### src/common/cpu_pkg.sv
`default_nettype none

package cpu_pkg;

    // ======================================================================
    // Widths and sizes
    // ======================================================================
    localparam int DATA_W       = 4;
    localparam int PC_W         = 4;
    localparam int INSTR_W      = 16;
    localparam int REG_ADDR_W   = 3;
    localparam int NUM_REGS     = 8;
    localparam int IMEM_DEPTH   = 16;
    localparam int DMEM_DEPTH   = 16;
    localparam int STALL_CYCLES = 4;                     // Length of a hazard stall
    localparam int STALL_CNT_W  = $clog2(STALL_CYCLES);

    typedef logic [DATA_W-1:0]     data_t;
    typedef logic [PC_W-1:0]       pc_t;
    typedef logic [REG_ADDR_W-1:0] reg_addr_t;

    // ======================================================================
    // Instruction set
    // ======================================================================
    typedef enum logic [3:0] {
        NOP   = 4'd0,
        ADD   = 4'd1,   // rd = rs1 + rs2
        ADDI  = 4'd2,   // rd = rs1 + imm
        AND   = 4'd3,
        LOAD  = 4'd4,   // rd = mem[rs1 + imm]
        STORE = 4'd5,   // mem[rs1 + imm] = rs2
        XOR   = 4'd6,
        BEQ   = 4'd7,   // Absolute target when rs1 == rs2
        JUMP  = 4'd8
    } opcode_e;

    // Register and immediate layout
    typedef struct packed {
        opcode_e    opcode;
        reg_addr_t  rd;
        reg_addr_t  rs1;
        reg_addr_t  rs2;
        logic [2:0] imm;    // Zero-extended in ID
    } r_instr_t;

    // Branch and jump layout
    typedef struct packed {
        opcode_e    opcode;
        reg_addr_t  rs1;
        reg_addr_t  rs2;
        logic [1:0] spare;
        pc_t        target;
    } b_instr_t;

    typedef union packed {
        r_instr_t r;
        b_instr_t b;
    } instr_u;

    // ======================================================================
    // Pipeline control
    // ======================================================================
    typedef enum logic [1:0] {
        RUN   = 2'd0,
        STALL = 2'd1,
        FLUSH = 2'd2,
        LOCK  = 2'd3
    } ctrl_state_e;

endpackage

`default_nettype wire

### src/common/id_ex_if.sv
`timescale 1ns/100ps
`default_nettype none

// Contents of the ID/EX register, moved on every unheld edge
interface id_ex_if import cpu_pkg::*; ();

    logic      valid;       // Slot holds a live instruction
    opcode_e   op;
    reg_addr_t rd;          // Zero when the op has no writeback
    reg_addr_t rs1;
    reg_addr_t rs2;
    data_t     rs1_data;    // Register file values read in ID
    data_t     rs2_data;
    data_t     imm;
    pc_t       target;

    modport decode (
        output valid, op, rd, rs1, rs2, rs1_data, rs2_data, imm, target
    );

    modport execute (
        input  valid, op, rd, rs1, rs2, rs1_data, rs2_data, imm, target
    );

endinterface

`default_nettype wire

### src/ctrl/hold_timer.sv
`timescale 1ns/100ps
`default_nettype none

module hold_timer import cpu_pkg::*; (
    input  logic clk,
    input  logic reset,
    input  logic i_start,
    output logic o_expired
);

    logic                   running;
    logic [STALL_CNT_W-1:0] count;

    always_ff @(posedge clk or posedge reset) begin
        if (reset) begin
            running <= 1'b0;
            count   <= '0;
        end else if (i_start) begin
            running <= 1'b1;
            count   <= STALL_CNT_W'(STALL_CYCLES - 1);
        end else if (running) begin
            if (count == '0) begin
                running <= 1'b0;            // Expiry shown for one cycle
            end else begin
                count <= count - 1'b1;
            end
        end
    end

    assign o_expired = running && count == '0;

    a_no_restart: assert property (@(posedge clk) disable iff (reset)
        i_start |-> !running)
        else $error("stall timer restarted while counting");

endmodule

`default_nettype wire

### src/ctrl/pipe_ctrl_fsm.sv
`timescale 1ns/100ps
`default_nettype none

module pipe_ctrl_fsm import cpu_pkg::*; (
    input  logic        clk,
    input  logic        reset,
    input  logic        i_hazard,
    input  logic        i_flush_req,
    input  logic        i_lock_req,
    input  logic        i_unlock_req,
    input  logic        i_auth_valid,
    output logic        o_hold,
    output logic        o_flush,
    output ctrl_state_e o_state
);

    ctrl_state_e state;
    ctrl_state_e state_nxt;
    logic        timer_start;
    logic        timer_expired;

    hold_timer i_timer (
        .clk       (clk),
        .reset     (reset),
        .i_start   (timer_start),
        .o_expired (timer_expired)
    );

    // Lock, then flush, then hazard
    always_comb begin
        state_nxt   = state;
        timer_start = 1'b0;
        if (state == LOCK) begin
            if (i_unlock_req && i_auth_valid) begin
                state_nxt = RUN;            // Unlock needs the auth strobe
            end
        end else if (i_lock_req) begin
            state_nxt = LOCK;
        end else if (i_flush_req) begin
            state_nxt = FLUSH;
        end else begin
            case (state)
                RUN: begin
                    if (i_hazard) begin
                        state_nxt   = STALL;
                        timer_start = 1'b1;
                    end
                end
                STALL:   if (timer_expired) state_nxt = RUN;
                default: state_nxt = RUN;   // FLUSH lasts one cycle
            endcase
        end
    end

    always_ff @(posedge clk or posedge reset) begin
        if (reset) begin
            state <= RUN;
        end else begin
            state <= state_nxt;
        end
    end

    assign o_hold  = state == STALL;
    assign o_flush = state == FLUSH || state == LOCK;   // LOCK keeps the pipe empty
    assign o_state = state;

    a_hold_flush_exclusive: assert property (@(posedge clk) disable iff (reset)
        !(o_hold && o_flush))
        else $error("hold and flush together");

endmodule

`default_nettype wire

### src/core/register_file.sv
`timescale 1ns/100ps
`default_nettype none

module register_file import cpu_pkg::*; (
    input  logic      clk,
    input  logic      reset,
    input  logic      i_we,
    input  reg_addr_t i_waddr,
    input  data_t     i_wdata,
    input  reg_addr_t i_raddr1,
    input  reg_addr_t i_raddr2,
    output data_t     o_rdata1,
    output data_t     o_rdata2
);

    data_t regs [NUM_REGS];

    always_ff @(posedge clk or posedge reset) begin
        if (reset) begin
            for (int i = 0; i < NUM_REGS; i++) begin
                regs[i] <= '0;
            end
        end else if (i_we && i_waddr != '0) begin
            regs[i_waddr] <= i_wdata;
        end
    end

    function automatic data_t read_port(reg_addr_t addr);
        data_t val;
        if (addr == '0) begin
            val = '0;                   // r0 is hard-wired
        end else if (i_we && addr == i_waddr) begin
            val = i_wdata;              // Write-through
        end else begin
            val = regs[addr];
        end
        return val;
    endfunction

    always_comb begin
        o_rdata1 = read_port(i_raddr1);
        o_rdata2 = read_port(i_raddr2);
    end

endmodule

`default_nettype wire

### src/core/fetch_decode.sv
`timescale 1ns/100ps
`default_nettype none

module fetch_decode import cpu_pkg::*; (
    input  logic      clk,
    input  logic      reset,
    input  logic      i_hold,
    input  logic      i_flush,
    input  logic      i_redirect_valid,
    input  pc_t       i_redirect_pc,
    input  logic      i_imem_we,
    input  pc_t       i_imem_addr,
    input  instr_u    i_imem_data,
    output reg_addr_t o_rs1_addr,
    output reg_addr_t o_rs2_addr,
    input  data_t     i_rs1_data,
    input  data_t     i_rs2_data,
    output pc_t       o_pc,
    id_ex_if.decode   o_id_ex
);

    pc_t                pc;
    logic [INSTR_W-1:0] imem [IMEM_DEPTH];
    logic               if_id_valid;
    instr_u             if_id_instr;

    opcode_e   id_op;
    reg_addr_t id_rd;
    reg_addr_t id_rs1;
    reg_addr_t id_rs2;
    data_t     id_imm;

    // ======================================================================
    // IF stage
    // ======================================================================
    always_ff @(posedge clk or posedge reset) begin
        if (reset) begin
            pc <= '0;
        end else if (i_flush) begin
            pc <= '0;
        end else if (!i_hold) begin
            pc <= i_redirect_valid ? i_redirect_pc : pc + 1'b1;   // Wraps past 15
        end
    end

    // Program is written through this port, in any state
    always_ff @(posedge clk or posedge reset) begin
        if (reset) begin
            for (int i = 0; i < IMEM_DEPTH; i++) begin
                imem[i] <= '0;
            end
        end else if (i_imem_we) begin
            imem[i_imem_addr] <= i_imem_data;
        end
    end

    always_ff @(posedge clk or posedge reset) begin
        if (reset) begin
            if_id_valid <= 1'b0;
        end else if (i_flush) begin
            if_id_valid <= 1'b0;
        end else if (!i_hold) begin
            if_id_valid <= !i_redirect_valid;   // Word fetched behind a redirect dies
        end
    end

    always_ff @(posedge clk) begin
        if (!i_hold) begin
            if_id_instr <= imem[pc];
        end
    end

    // ======================================================================
    // ID stage
    // ======================================================================
    always_comb begin
        id_op  = NOP;
        id_rd  = '0;
        id_rs1 = '0;
        id_rs2 = '0;
        id_imm = '0;
        case (if_id_instr.r.opcode)
            ADD, AND, XOR: begin
                id_op  = if_id_instr.r.opcode;
                id_rd  = if_id_instr.r.rd;
                id_rs1 = if_id_instr.r.rs1;
                id_rs2 = if_id_instr.r.rs2;
            end
            ADDI, LOAD: begin
                id_op  = if_id_instr.r.opcode;
                id_rd  = if_id_instr.r.rd;
                id_rs1 = if_id_instr.r.rs1;
                id_imm = data_t'(if_id_instr.r.imm);
            end
            STORE: begin
                id_op  = STORE;
                id_rs1 = if_id_instr.r.rs1;
                id_rs2 = if_id_instr.r.rs2;    // Store data
                id_imm = data_t'(if_id_instr.r.imm);
            end
            BEQ: begin
                id_op  = BEQ;
                id_rs1 = if_id_instr.b.rs1;
                id_rs2 = if_id_instr.b.rs2;
            end
            JUMP:    id_op = JUMP;
            default: id_op = NOP;              // Unused opcodes
        endcase
    end

    assign o_rs1_addr = id_rs1;
    assign o_rs2_addr = id_rs2;
    assign o_pc       = pc;

    // ID/EX register
    always_ff @(posedge clk or posedge reset) begin
        if (reset) begin
            o_id_ex.valid <= 1'b0;
        end else if (i_flush) begin
            o_id_ex.valid <= 1'b0;
        end else if (!i_hold) begin
            o_id_ex.valid <= if_id_valid && !i_redirect_valid;
        end
    end

    always_ff @(posedge clk) begin
        if (!i_hold) begin
            o_id_ex.op       <= id_op;
            o_id_ex.rd       <= id_rd;
            o_id_ex.rs1      <= id_rs1;
            o_id_ex.rs2      <= id_rs2;
            o_id_ex.rs1_data <= i_rs1_data;
            o_id_ex.rs2_data <= i_rs2_data;
            o_id_ex.imm      <= id_imm;
            o_id_ex.target   <= if_id_instr.b.target;
        end
    end

    // Slot squashed by a redirect must be dead when EX sees it
    a_no_redirect_from_squashed: assert property (@(posedge clk) disable iff (reset)
        i_redirect_valid |=> !o_id_ex.valid && !i_redirect_valid)
        else $error("redirect from a squashed ID/EX slot");

endmodule

`default_nettype wire

### src/core/execute_mem.sv
`timescale 1ns/100ps
`default_nettype none

module execute_mem import cpu_pkg::*; (
    input  logic      clk,
    input  logic      reset,
    input  logic      i_hold,
    input  logic      i_flush,
    id_ex_if.execute  i_id_ex,
    output logic      o_redirect_valid,
    output pc_t       o_redirect_pc,
    output logic      o_wb_valid,
    output reg_addr_t o_wb_addr,
    output data_t     o_wb_data
);

    logic      advance;         // Stage registers move and side effects commit
    data_t     op_a;
    data_t     op_b;
    data_t     alu_out;
    logic      taken;

    logic      ex_mem_wr;
    logic      ex_mem_store;
    logic      ex_mem_load;
    reg_addr_t ex_mem_rd;
    data_t     ex_mem_result;   // ALU result or memory address
    data_t     ex_mem_sdata;
    data_t     mem_result;
    data_t     dmem [DMEM_DEPTH];

    logic      mem_wb_wr;
    reg_addr_t mem_wb_rd;
    data_t     mem_wb_data;

    assign advance = !i_hold && !i_flush;

    // Youngest producer wins
    function automatic data_t fwd(reg_addr_t src, data_t rf_data);
        data_t val;
        val = rf_data;
        if (src != '0 && ex_mem_wr && ex_mem_rd == src) begin
            val = mem_result;                   // Covers load then use
        end else if (src != '0 && mem_wb_wr && mem_wb_rd == src) begin
            val = mem_wb_data;
        end
        return val;
    endfunction

    // ======================================================================
    // EX stage
    // ======================================================================
    always_comb begin
        op_a = fwd(i_id_ex.rs1, i_id_ex.rs1_data);
        op_b = fwd(i_id_ex.rs2, i_id_ex.rs2_data);
        case (i_id_ex.op)
            ADD:     alu_out = op_a + op_b;
            AND:     alu_out = op_a & op_b;
            XOR:     alu_out = op_a ^ op_b;
            default: alu_out = op_a + i_id_ex.imm;  // ADDI, load/store address
        endcase
    end

    // Branches predicted not taken, resolved here
    assign taken = i_id_ex.valid &&
                   (i_id_ex.op == JUMP || (i_id_ex.op == BEQ && op_a == op_b));
    assign o_redirect_valid = taken && advance;
    assign o_redirect_pc    = i_id_ex.target;

    always_ff @(posedge clk or posedge reset) begin
        if (reset) begin
            ex_mem_wr    <= 1'b0;
            ex_mem_store <= 1'b0;
        end else if (i_flush) begin
            ex_mem_wr    <= 1'b0;
            ex_mem_store <= 1'b0;
        end else if (!i_hold) begin
            ex_mem_wr    <= i_id_ex.valid && i_id_ex.rd != '0;
            ex_mem_store <= i_id_ex.valid && i_id_ex.op == STORE;
        end
    end

    always_ff @(posedge clk) begin
        if (!i_hold) begin
            ex_mem_load   <= i_id_ex.op == LOAD;
            ex_mem_rd     <= i_id_ex.rd;
            ex_mem_result <= alu_out;
            ex_mem_sdata  <= op_b;
        end
    end

    // ======================================================================
    // MEM stage
    // ======================================================================
    always_ff @(posedge clk or posedge reset) begin
        if (reset) begin
            for (int i = 0; i < DMEM_DEPTH; i++) begin
                dmem[i] <= '0;
            end
        end else if (ex_mem_store && advance) begin
            dmem[ex_mem_result] <= ex_mem_sdata;
        end
    end

    assign mem_result = ex_mem_load ? dmem[ex_mem_result] : ex_mem_result;

    always_ff @(posedge clk or posedge reset) begin
        if (reset) begin
            mem_wb_wr <= 1'b0;
        end else if (i_flush) begin
            mem_wb_wr <= 1'b0;
        end else if (!i_hold) begin
            mem_wb_wr <= ex_mem_wr;
        end
    end

    always_ff @(posedge clk) begin
        if (!i_hold) begin
            mem_wb_rd   <= ex_mem_rd;
            mem_wb_data <= mem_result;
        end
    end

    // WB, one strobe per instruction even across a stall
    assign o_wb_valid = mem_wb_wr && advance;
    assign o_wb_addr  = mem_wb_rd;
    assign o_wb_data  = mem_wb_data;

    // Decode zeroes rd for ops without a result, three stages earlier
    a_no_wb_to_r0: assert property (@(posedge clk) disable iff (reset)
        o_wb_valid |-> o_wb_addr != '0)
        else $error("writeback to register 0");

endmodule

`default_nettype wire

### src/design/cpu_top.sv
`timescale 1ns/100ps
`default_nettype none

module cpu_top import cpu_pkg::*; (
    input  logic        clk,
    input  logic        reset,
    input  logic        i_imem_we,
    input  pc_t         i_imem_addr,
    input  instr_u      i_imem_data,
    input  logic        i_hazard,
    input  logic        i_flush_req,
    input  logic        i_lock_req,
    input  logic        i_unlock_req,
    input  logic        i_auth_valid,
    output pc_t         o_pc,
    output ctrl_state_e o_state,
    output logic        o_wb_valid,
    output reg_addr_t   o_wb_addr,
    output data_t       o_wb_data
);

    logic      hold;
    logic      flush;
    logic      redirect_valid;
    pc_t       redirect_pc;
    reg_addr_t rs1_addr;
    reg_addr_t rs2_addr;
    data_t     rs1_data;
    data_t     rs2_data;

    id_ex_if id_ex ();

    // ======================================================================
    // Control
    // ======================================================================
    pipe_ctrl_fsm i_ctrl (
        .clk          (clk),
        .reset        (reset),
        .i_hazard     (i_hazard),
        .i_flush_req  (i_flush_req),
        .i_lock_req   (i_lock_req),
        .i_unlock_req (i_unlock_req),
        .i_auth_valid (i_auth_valid),
        .o_hold       (hold),
        .o_flush      (flush),
        .o_state      (o_state)
    );

    // ======================================================================
    // Core
    // ======================================================================
    fetch_decode i_fetch (
        .clk              (clk),
        .reset            (reset),
        .i_hold           (hold),
        .i_flush          (flush),
        .i_redirect_valid (redirect_valid),
        .i_redirect_pc    (redirect_pc),
        .i_imem_we        (i_imem_we),
        .i_imem_addr      (i_imem_addr),
        .i_imem_data      (i_imem_data),
        .o_rs1_addr       (rs1_addr),
        .o_rs2_addr       (rs2_addr),
        .i_rs1_data       (rs1_data),
        .i_rs2_data       (rs2_data),
        .o_pc             (o_pc),
        .o_id_ex          (id_ex.decode)
    );

    execute_mem i_exec (
        .clk              (clk),
        .reset            (reset),
        .i_hold           (hold),
        .i_flush          (flush),
        .i_id_ex          (id_ex.execute),
        .o_redirect_valid (redirect_valid),
        .o_redirect_pc    (redirect_pc),
        .o_wb_valid       (o_wb_valid),
        .o_wb_addr        (o_wb_addr),
        .o_wb_data        (o_wb_data)
    );

    register_file i_regfile (
        .clk      (clk),
        .reset    (reset),
        .i_we     (o_wb_valid),     // Already qualified by hold and flush
        .i_waddr  (o_wb_addr),
        .i_wdata  (o_wb_data),
        .i_raddr1 (rs1_addr),
        .i_raddr2 (rs2_addr),
        .o_rdata1 (rs1_data),
        .o_rdata2 (rs2_data)
    );

endmodule

`default_nettype wire

### config.mk
export PLATFORM = sky130hd
export DESIGN_NAME = cpu_top
export DESIGN_NICKNAME = d
export VERILOG_FILES = /design/src/common/cpu_pkg.sv /design/src/common/id_ex_if.sv /design/src/ctrl/hold_timer.sv /design/src/ctrl/pipe_ctrl_fsm.sv /design/src/core/register_file.sv /design/src/core/fetch_decode.sv /design/src/core/execute_mem.sv /design/src/design/cpu_top.sv
export SDC_FILE = /design/constraint.sdc
export NUM_CORES = 1
export LEC_CHECK = 0
export BUFFER_PORTS_ARGS = -buffer_cell sky130_fd_sc_hd__clkbuf_2
export CAP_MARGIN = 25
export CORE_ASPECT_RATIO = 1.25
export CORE_MARGIN = 5
export CORE_UTILIZATION = 40
export CTS_CLUSTER_SIZE = 12
export DETAILED_ROUTE_END_ITERATION = 8
export HOLD_SLACK_MARGIN = 0.1
export MAX_ROUTING_LAYER = met4
export PLACE_DENSITY_LB_ADDON = 0.25
export SYNTH_ARGS = -nofsm -noshare
export SYNTH_HDL_FRONTEND = slang
export SYNTH_SLANG_ARGS = --single-unit
### constraint.sdc
create_clock -name clk -period 11.3 [get_ports clk]
set_input_delay 1.695 -clock clk [delete_from_list [all_inputs] [get_ports clk]]
set_output_delay 1.695 -clock clk [all_outputs]
set_load 0.005 [all_outputs]
==> tab_implementation.tex, run 1 <==
\begin{tabular}{lr}
\hline
Metric & Value \\
\hline
\multicolumn{2}{l}{\textbf{STA}} \\
\quad Final Slew Violations & 0 \\
\quad Final Hold Violating Endpoints & 0 \\
\quad Skew final & 18.8 ps \\
\quad Portion of the clock cycle consumed by the worst path in the final layout & 0.393 \\
\quad Worst hold-check slack & 390 ps \\
\quad Post-layout minimum cycle time & 4440 ps \\
\quad Final TNS setup & 0 ps \\
\quad RSZ-0062 raised after global routing & false \\
\quad Least-Margin Pin Slew & 1030 ps \\
\quad Upper clock frequency limit & 225 MHz \\
\quad Setup-failing EPs final & 0 \\
\quad Tightest slew margin relative to the limit & 0.316 \\
\multicolumn{2}{l}{\textbf{Clocking}} \\
\quad CTS clk-pin slew, worst paths & 60 ps \\
\quad H-tree lvl count & 2 \\
\quad Clock buffer depth & 3 \\
\quad Root buf cell & sky130\_fd\_sc\_hd\_\_clkbuf\_16 \\
\quad Sink Count & 429 \\
\quad Number of setup buffers added after CTS & 0 \\
\quad Post-CTS Hold Buffers & 0 \\
\quad TritonCTS clock tree & yes \\
\quad Number of CTS-inserted buffers & 46 \\
\quad Clock insertion delay at the later pin of the skew report & 590 ps \\
\quad Quantity of gates resized following cts & 0 \\
\multicolumn{2}{l}{\textbf{Die}} \\
\quad Die Ht & 261 um \\
\quad Chip Width & 211 um \\
\quad Core area & 50200 um\^{}2 \\
\quad Number of rows in the core area & 92 \\
\quad Area enclosed by the die boundary & 55000 um\^{}2 \\
\quad Initial Util & 0.402 \\
\quad Ports & 42 \\
\multicolumn{2}{l}{\textbf{Run}} \\
\quad Max-cap violations & 0 \\
\multicolumn{2}{l}{\textbf{Drt}} \\
\quad Via density per instance & 5.53 \\
\quad Wirelength, routed & 46.9 mm \\
\quad Total number of vias & 11400 \\
\quad DRC violations left & 0 \\
\quad Detailed-router iteration count before antenna repair & 5 \\
\quad Post-route antenna net violation count & 0 \\
\quad Starting DRT DRC Count & 663 \\
\quad Per-cell routed wire length & 22.7 um \\
\multicolumn{2}{l}{\textbf{Pwr}} \\
\quad Worst-case vdd ir drop & 0.000120 V \\
\quad Final total power & 4.58 mW \\
\quad Leakage power & 9.51 nW \\
\quad Areal power density over the cells & 203 nW/um\^{}2 \\
\multicolumn{2}{l}{\textbf{Synthesis}} \\
\quad \#FFs+latches synth & 429 \\
\quad Sequential area share after synthesis & 0.548 \\
\quad Instance count of the mapped netlist & 1358 \\
\quad Number of flops mapped to enable cells by yosys & 63 \\
\quad Synth cell types & 65 \\
\quad Netlist Area Pre-Place & 20200 um\^{}2 \\
\quad Count of synthesis-stage warnings from yosys & 0 \\
\quad Async SR Flop Fraction & 0.853 \\
\quad Avg Synthesized Cell Area & 14.8 um\^{}2 \\
\quad Most used flip-flop cell after synthesis & sky130\_fd\_sc\_hd\_\_dfrtp\_1 \\
\quad Net count after synthesis & 1396 \\
\multicolumn{2}{l}{\textbf{Global route}} \\
\quad Congestion Overflow GR & 0 \\
\quad Initial antenna violation count & 3 \\
\quad Number of global-route vias before repair & 12200 \\
\quad First-pass GRT wire length & 73.9 mm \\
\quad Aggregate global-route resource usage & 0.179 \\
\quad Maximum number of pins on one net before global-route repair & 178 \\
\multicolumn{2}{l}{\textbf{Placed design}} \\
\quad Number of buffer cells added on primary ports & 41 \\
\quad Global placer's final weighted congestion & 0.848 \\
\quad HPWL after detailed placement & 29.3 mm \\
\quad Placed instance count & 1988 \\
\multicolumn{2}{l}{\textbf{Run status}} \\
\quad Status & finished clean \\
\multicolumn{2}{l}{\textbf{Finish}} \\
\quad Layout cell share with drive strength beyond 1 & 0.405 \\
\quad Cell Count, Final, Fillers Out & 2071 \\
\quad Fin nets & 1416 \\
\quad Filler Cells Inserted & 4541 \\
\quad Area delta synth->final & 11.9\% \\
\multicolumn{2}{l}{\textbf{Worst setup path}} \\
\quad Req. time, crit path & 11740 ps \\
\quad Arrival @ worst endpoint & 4870 ps \\
\quad Maximum fanout encountered on the critical timing path & 25 \\
\quad Kind of capture point of the worst setup path & register \\
\quad Kind of critical path & register to register \\
\quad Setup crit start kind & register \\
\multicolumn{2}{l}{\textbf{Min path}} \\
\quad Class of the worst hold path & register to register \\
\hline
\end{tabular}
## flip-flops by register name, indices dropped and copies added, names as in the netlist, 2 cells and up
| name | count |
|---|---|
| i_fetch.o_id_ex.imm | 3 |
| i_fetch.if_id_instr | 16 |
| i_exec.ex_mem_rd | 3 |
| i_exec.ex_mem_result | 4 |
| i_fetch.o_id_ex.rd | 3 |
| i_fetch.o_id_ex.rs1 | 3 |
| i_fetch.o_id_ex.target | 4 |
| i_regfile.regs | 32 |
| i_fetch.o_id_ex.rs2_data | 4 |
| i_fetch.o_id_ex.rs1_data | 4 |
| i_exec.ex_mem_sdata | 4 |
| i_fetch.o_id_ex.op | 4 |
| i_ctrl.o_state | 2 |
| i_exec.dmem | 64 |
| i_exec.o_wb_addr | 3 |
| i_fetch.o_pc | 4 |
| i_exec.o_wb_data | 4 |
| i_fetch.imem | 256 |
| i_fetch.o_id_ex.rs2 | 3 |
| i_ctrl.i_timer.count | 2 |
## cell type report
cell class	count	area, um^2	area share
clock buffers	66	1310	0.0579
inverters	16	63.8	0.00283
multi-input cells	816	8690	0.385
well taps	658	823	0.0365
repair buffers	69	440	0.0195
clock inverters	14	164	0.00727
diodes	3	7.51	0.000333
flip-flops and latches	429	11100	0.490
## metrics by stage
step | utilization | instance area [um^2] | setup slack, ps
detailed placement | 0.420 | 21100 | 6850
global placement | 0.420 | 21100 | 6860
floorplan | - | 20200 | 4690
global route | 0.449 | 22600 | 6510
CTS | 0.449 | 22500 | 6820
finish | 0.449 | 22600 | 6860
## power breakdown
group | total (mW) | switching (mW) | internal (mW)
logic | 0.885 | 0.395 | 0.490
clock network | 1.48 | 0.626 | 0.853
registers | 2.22 | 0.303 | 1.92
total | 4.58 | 1.32 | 3.26
## worst max-delay path, cell delays in order, from the launching register on
cell and delay [ps]:
sky130_fd_sc_hd__edfxtp_1 970, sky130_fd_sc_hd__mux4_2 430, sky130_fd_sc_hd__mux4_2 450, sky130_fd_sc_hd__mux2_2 310, sky130_fd_sc_hd__nand2_1 70, sky130_fd_sc_hd__o21a_1 160, sky130_fd_sc_hd__inv_1 70, sky130_fd_sc_hd__ha_1 290
sky130_fd_sc_hd__nor4_1 270, sky130_fd_sc_hd__nand4_1 130, sky130_fd_sc_hd__a21boi_1 630, sky130_fd_sc_hd__mux2i_1 250, sky130_fd_sc_hd__nor2_1 50, sky130_fd_sc_hd__a21oi_1 150, sky130_fd_sc_hd__nor2_1 60
## final timing paths
| check | from | to | slack (ps) | cells past startpoint |
|---|---|---|---|---|
| setup / recovery | i_exec.ex_mem_result[1] | i_fetch.o_pc[1] | 6860 | 14 |
| hold / removal | i_regfile.regs[31] | i_regfile.regs[31] | 390 | 0 |
| min in group asynchronous | reset | i_exec.dmem[6] | 1140 | 2 |
| setup reg to reg | i_exec.ex_mem_result[1] | i_fetch.o_pc[1] | 6860 | 14 |
| max in group asynchronous | reset | i_fetch.imem[161] | 8070 | 4 |
| hold reg to reg | i_regfile.regs[31] | i_regfile.regs[31] | 390 | 0 |
## cells in the mapped netlist (all sizes together), types with 2 or more instances
library cell    n  area share
nand2          37      0.0069
a31oi           4      0.0012
nand3          21      0.0052
o31ai           2     0.00074
xnor2          14      0.0061
nand4           6      0.0019
and3            4      0.0012
o221ai          2     0.00087
a21oi          25      0.0066
nor4b           2     0.00087
o21bai          3      0.0011
edfxtp         63       0.094
o21ai          12      0.0030
mux2          363        0.20
inv            15      0.0028
and2            9      0.0028
nand2b          9      0.0028
mux2i          28       0.014
o211a           4      0.0020
a2bb2oi         2     0.00087
and4            2     0.00087
nor2b          13      0.0040
buf            21      0.0058
nor3b           3      0.0011
xor2            4      0.0017
dfrtp         366        0.45
or3             7      0.0022
o211ai          6      0.0022
o22ai           2     0.00062
a211o           5      0.0022
o21a            4      0.0015
or2             3     0.00093
nor2           63       0.012
mux4          103        0.12
ha              9      0.0056
clkbuf         76       0.014
nand3b          4      0.0015
nor4            4      0.0020
a211oi         10      0.0037
nor3            9      0.0022
a21boi          4      0.0015
a311oi          2     0.00087
a21o            2     0.00074
## metal layers
layer	share of wire	global-route usage	wire [um]	vias to the layer above
li1	-	-	-	5130
met1	0.42	0.217	19600	6071
met2	0.52	0.309	24300	179
met3	0.037	0.0334	1720	69
met4	0.026	0.0477	1240	0
met5	0	-	0	-
## cell usage in the layout, fill, tap and decap left out, types with 27 or more instances in the layout
| cell type | count |
|---|---|
| sky130_fd_sc_hd__mux2_1 | 55 |
| sky130_fd_sc_hd__dfrtp_1 | 364 |
| sky130_fd_sc_hd__nand2_1 | 37 |
| sky130_fd_sc_hd__mux4_2 | 103 |
| sky130_fd_sc_hd__mux2i_1 | 27 |
| sky130_fd_sc_hd__edfxtp_1 | 63 |
| sky130_fd_sc_hd__clkbuf_16 | 46 |
| sky130_fd_sc_hd__mux2_2 | 308 |
| sky130_fd_sc_hd__clkbuf_2 | 41 |
| sky130_fd_sc_hd__nor2_1 | 54 |
## logic make-up after synthesis
| group | Yosys count | share of synthesized area |
|---|---|---|
| multiplexers | 494 | 0.332 |
| flip-flops | 429 | 0.548 |
| AND/OR/NAND/NOR | 199 | 0.0497 |
| buffers and inverters | 113 | 0.0230 |
| AO/OA/AOI/OAI | 95 | 0.0327 |
| XOR/XNOR | 18 | 0.00782 |
| adder cells (fa/ha/maj) | 10 | 0.00658 |
Note: power is estimated with default switching activity, not from simulation.
==> run 2, diff against run 1 <==
- clock period: 11.3 -> 4.1 ns (I/O delays scaled with it)
==> run 2 against run 1 <==
  * Combinational power increased to 2.9 times the previous value
  * Flip-flop and latch count unchanged
  * Via count down 0.15%
  * Non-clock buffer count rose by 16
  * Cell count increased by 0.82%
  * Worst setup slack worse by 6600 ps
  * Critical path type unchanged
==> tab_implementation.tex, run 2 (same netlist as run 1, synthesis figures left out) <==
\begin{tabular}{lr}
\hline
Metric & Value \\
\hline
\multicolumn{2}{l}{\textbf{Run status}} \\
\quad Status & finished clean (unchanged) \\
\multicolumn{2}{l}{\textbf{STA}} \\
\quad Tightest slew margin relative to the limit & 0.411 (was 0.316) \\
\quad Least-Margin Pin Slew & 883 ps (was 1030 ps) \\
\quad Setup-failing EPs final & 0 (unchanged) \\
\quad Portion of the clock cycle consumed by the worst path in the final layout & 0.945 (was 0.393) \\
\quad Skew final & 17.8 ps (was 18.8 ps) \\
\quad Post-layout minimum cycle time & 3870 ps (was 4440 ps) \\
\quad Worst hold-check slack & 328 ps (was 390 ps) \\
\quad Final Slew Violations & 0 (unchanged) \\
\quad Upper clock frequency limit & 258 MHz (was 225 MHz) \\
\quad Final Hold Violating Endpoints & 0 (unchanged) \\
\quad RSZ-0062 raised after global routing & false (unchanged) \\
\multicolumn{2}{l}{\textbf{Die}} \\
\quad Core area & 50200 um\^{}2 (unchanged) \\
\quad Number of rows in the core area & 92 (unchanged) \\
\quad Area enclosed by the die boundary & 55000 um\^{}2 (unchanged) \\
\quad Ports & 42 (unchanged) \\
\quad Chip Width & 211 um (unchanged) \\
\quad Die Ht & 261 um (unchanged) \\
\quad Initial Util & 0.402 (unchanged) \\
\multicolumn{2}{l}{\textbf{Finish}} \\
\quad Leading cell type in the layout, fill and taps excluded & sky130\_fd\_sc\_hd\_\_dfrtp\_1 (unchanged) \\
\quad Registers with the most flip-flops & i\_fetch.imem (256), i\_exec.dmem (64), i\_regfile.regs (32) (unchanged) \\
\quad Fin nets & 1432 (was 1416) \\
\quad Area delta synth->final & 13.2\% (was 11.9\%) \\
\quad Commonest cells after routing, fill and taps aside & sky130\_fd\_sc\_hd\_\_dfrtp\_1, sky130\_fd\_sc\_hd\_\_mux2\_2, sky130\_fd\_sc\_hd\_\_mux4\_2, sky130\_fd\_sc\_hd\_\_edfxtp\_1, sky130\_fd\_sc\_hd\_\_mux2\_1 (unchanged) \\
\quad Register bank with the most flops & i\_fetch.imem (unchanged) \\
\quad Layout cell share with drive strength beyond 1 & 0.410 (was 0.405) \\
\quad Flip-flop count of the largest register after layout & 256 (unchanged) \\
\multicolumn{2}{l}{\textbf{Global route}} \\
\quad Initial antenna violation count & 2 (was 3) \\
\quad First-pass GRT wire length & 75.1 mm (was 73.9 mm) \\
\quad Maximum number of pins on one net before global-route repair & 71 (was 178) \\
\quad Number of global-route vias before repair & 12100 (was 12200) \\
\quad Congestion Overflow GR & 0 (unchanged) \\
\quad Aggregate global-route resource usage & 0.182 (was 0.179) \\
\multicolumn{2}{l}{\textbf{Run}} \\
\quad Max-cap violations & 0 (unchanged) \\
\multicolumn{2}{l}{\textbf{Clocking}} \\
\quad TritonCTS clock tree & yes (unchanged) \\
\quad Number of CTS-inserted buffers & 46 (unchanged) \\
\quad CTS clk-pin slew, worst paths & 60 ps (about the same) \\
\quad Sink Count & 429 (unchanged) \\
\quad Root buf cell & sky130\_fd\_sc\_hd\_\_clkbuf\_16 (unchanged) \\
\quad Quantity of gates resized following cts & 0 (unchanged) \\
\quad H-tree lvl count & 2 (unchanged) \\
\quad Clock insertion delay at the later pin of the skew report & 580 ps (was 590 ps) \\
\quad Clock buffer depth & 3 (unchanged) \\
\multicolumn{2}{l}{\textbf{Worst setup path}} \\
\quad Cells along the critical path & buf\_12 > mux4\_2 > mux4\_2 > mux2\_2 > nand2\_1 > o21a\_1 > inv\_1 > ha\_1 > nor4\_1 > nand4\_1 > a21boi\_1 > buf\_4 > nor3b\_1 > a21oi\_1 > a2bb2oi\_1 > nor2\_1 (was mux4\_2 > mux4\_2 > mux2\_2 > nand2\_1 > o21a\_1 > inv\_1 > ha\_1 > nor4\_1 > nand4\_1 > a21boi\_1 > mux2i\_1 > nor2\_1 > a21oi\_1 > nor2\_1) \\
\quad Req. time, crit path & 4540 ps (was 11740 ps) \\
\quad Buffers \& Inverters on Critical Path & 3 (was 1) \\
\quad Setup crit start kind & register (unchanged) \\
\quad CP delay by family, top & multiplexers (unchanged) \\
\quad Worst r2r path cells & 16 (was 14) \\
\quad Number of logic stages on the critical path including buffering & 16 (was 14) \\
\quad Kind of capture point of the worst setup path & register (unchanged) \\
\quad Most frequent CP cell & sky130\_fd\_sc\_hd\_\_mux4\_2 \\
\quad Slowest-stage cell, CP & sky130\_fd\_sc\_hd\_\_mux4\_2 (was sky130\_fd\_sc\_hd\_\_edfxtp\_1) \\
\quad Max stage delay on crit path & 530 ps (was 970 ps) \\
\quad Maximum fanout encountered on the critical timing path & 28 (was 25) \\
\quad Kind of critical path & register to register (unchanged) \\
\quad Arrival @ worst endpoint & 4320 ps (was 4870 ps) \\
\multicolumn{2}{l}{\textbf{Drt}} \\
\quad Detailed-router iteration count before antenna repair & 4 (was 5) \\
\quad Post-route antenna net violation count & 0 (unchanged) \\
\quad DRC violations left & 0 (unchanged) \\
\quad Via density per instance & 5.48 (was 5.53) \\
\quad Per-cell routed wire length & 22.7 um (about the same) \\
\quad Wirelength, routed & 47.4 mm (was 46.9 mm) \\
\quad Starting DRT DRC Count & 657 (was 663) \\
\quad Total number of vias & 11400 (about the same) \\
\multicolumn{2}{l}{\textbf{Min path}} \\
\quad Class of the worst hold path & primary input to register (was register to register) \\
\quad Cells on Worst Hold Path & 2 (was 0) \\
\multicolumn{2}{l}{\textbf{Placed design}} \\
\quad Number of buffer cells added on primary ports & 41 (unchanged) \\
\quad Global placer's final weighted congestion & 0.810 (was 0.848) \\
\quad HPWL after detailed placement & 29.9 mm (was 29.3 mm) \\
\multicolumn{2}{l}{\textbf{Pwr}} \\
\quad Worst-case vdd ir drop & 0.000285 V (was 0.000120 V) \\
\quad Leakage power & 9.64 nW (was 9.51 nW) \\
\quad Final total power & 12.7 mW (was 4.58 mW) \\
\quad Areal power density over the cells & 558 nW/um\^{}2 (was 203 nW/um\^{}2) \\
\hline
\end{tabular}
==> run 2: layer usage <==
metal,part of all wire,vias to the layer above,GRT usage,wire (um)
met2,0.51,167,0.308,24300
met3,0.035,75,0.0262,1650
met1,0.43,6043,0.231,20400
li1,-,5147,-,-
met4,0.023,0,0.0490,1090
met5,0,-,-,0
==> run 2: final timing paths <==
path / slack (ps) / endpoint / from
worst min register to register: 390 / i_regfile.regs[28] / i_regfile.regs[28]
worst max register to register: 230 / i_fetch.o_pc[2] / i_exec.ex_mem_result[0]
min in group asynchronous: 530 / i_exec.dmem[0] / reset
worst min-delay path: 330 / i_ctrl.o_state[1] / i_auth_valid
max in group asynchronous: 2770 / i_fetch.imem[33] / reset
worst max-delay path: 230 / i_fetch.o_pc[2] / i_exec.ex_mem_result[0]
==> run 2: what timing repair did <==
action                                  4_1_cts  5_1_grt
hold endpoints to repair                      0        6
endpoints found under the setup margin        0        0
buffers inserted                              0        0
hold buffers                                  0        1
==> run 2: final cells by class <==
cell class,count,area [um^2]
inverter,16,63.8
sequential,429,11100
multi-input combinational,816,8700
timing repair buffer,85,663
antenna,2,5.00
clock inverter,9,86.3
clock buffer,73,1400
fill,4538,27400
tap,658,823
==> run 2: report_power, final <==
part           switching (mW)  internal, mW  leakage [nW]  total [mW]
combinational            1.19          1.41          3.54        2.60
clock                    1.69          2.41         0.735        4.09
sequential              0.739          5.28          5.36        6.02
==> run 2: through the flow <==
step | TNS, ps | cells | util | setup WS, ps | instance area [um^2]
finish | 0 | 2088 | 0.454 | 228 | 22800
global route | 0 | 2088 | 0.454 | 10.5 | 22800
CTS | 0 | 2084 | 0.454 | 236 | 22800
detailed placement | 0 | 2002 | 0.424 | 264 | 21300
global placement | 0 | 2002 | 0.424 | 287 | 21300
floorplan | -521630 | 1358 | - | -1430 | 20200
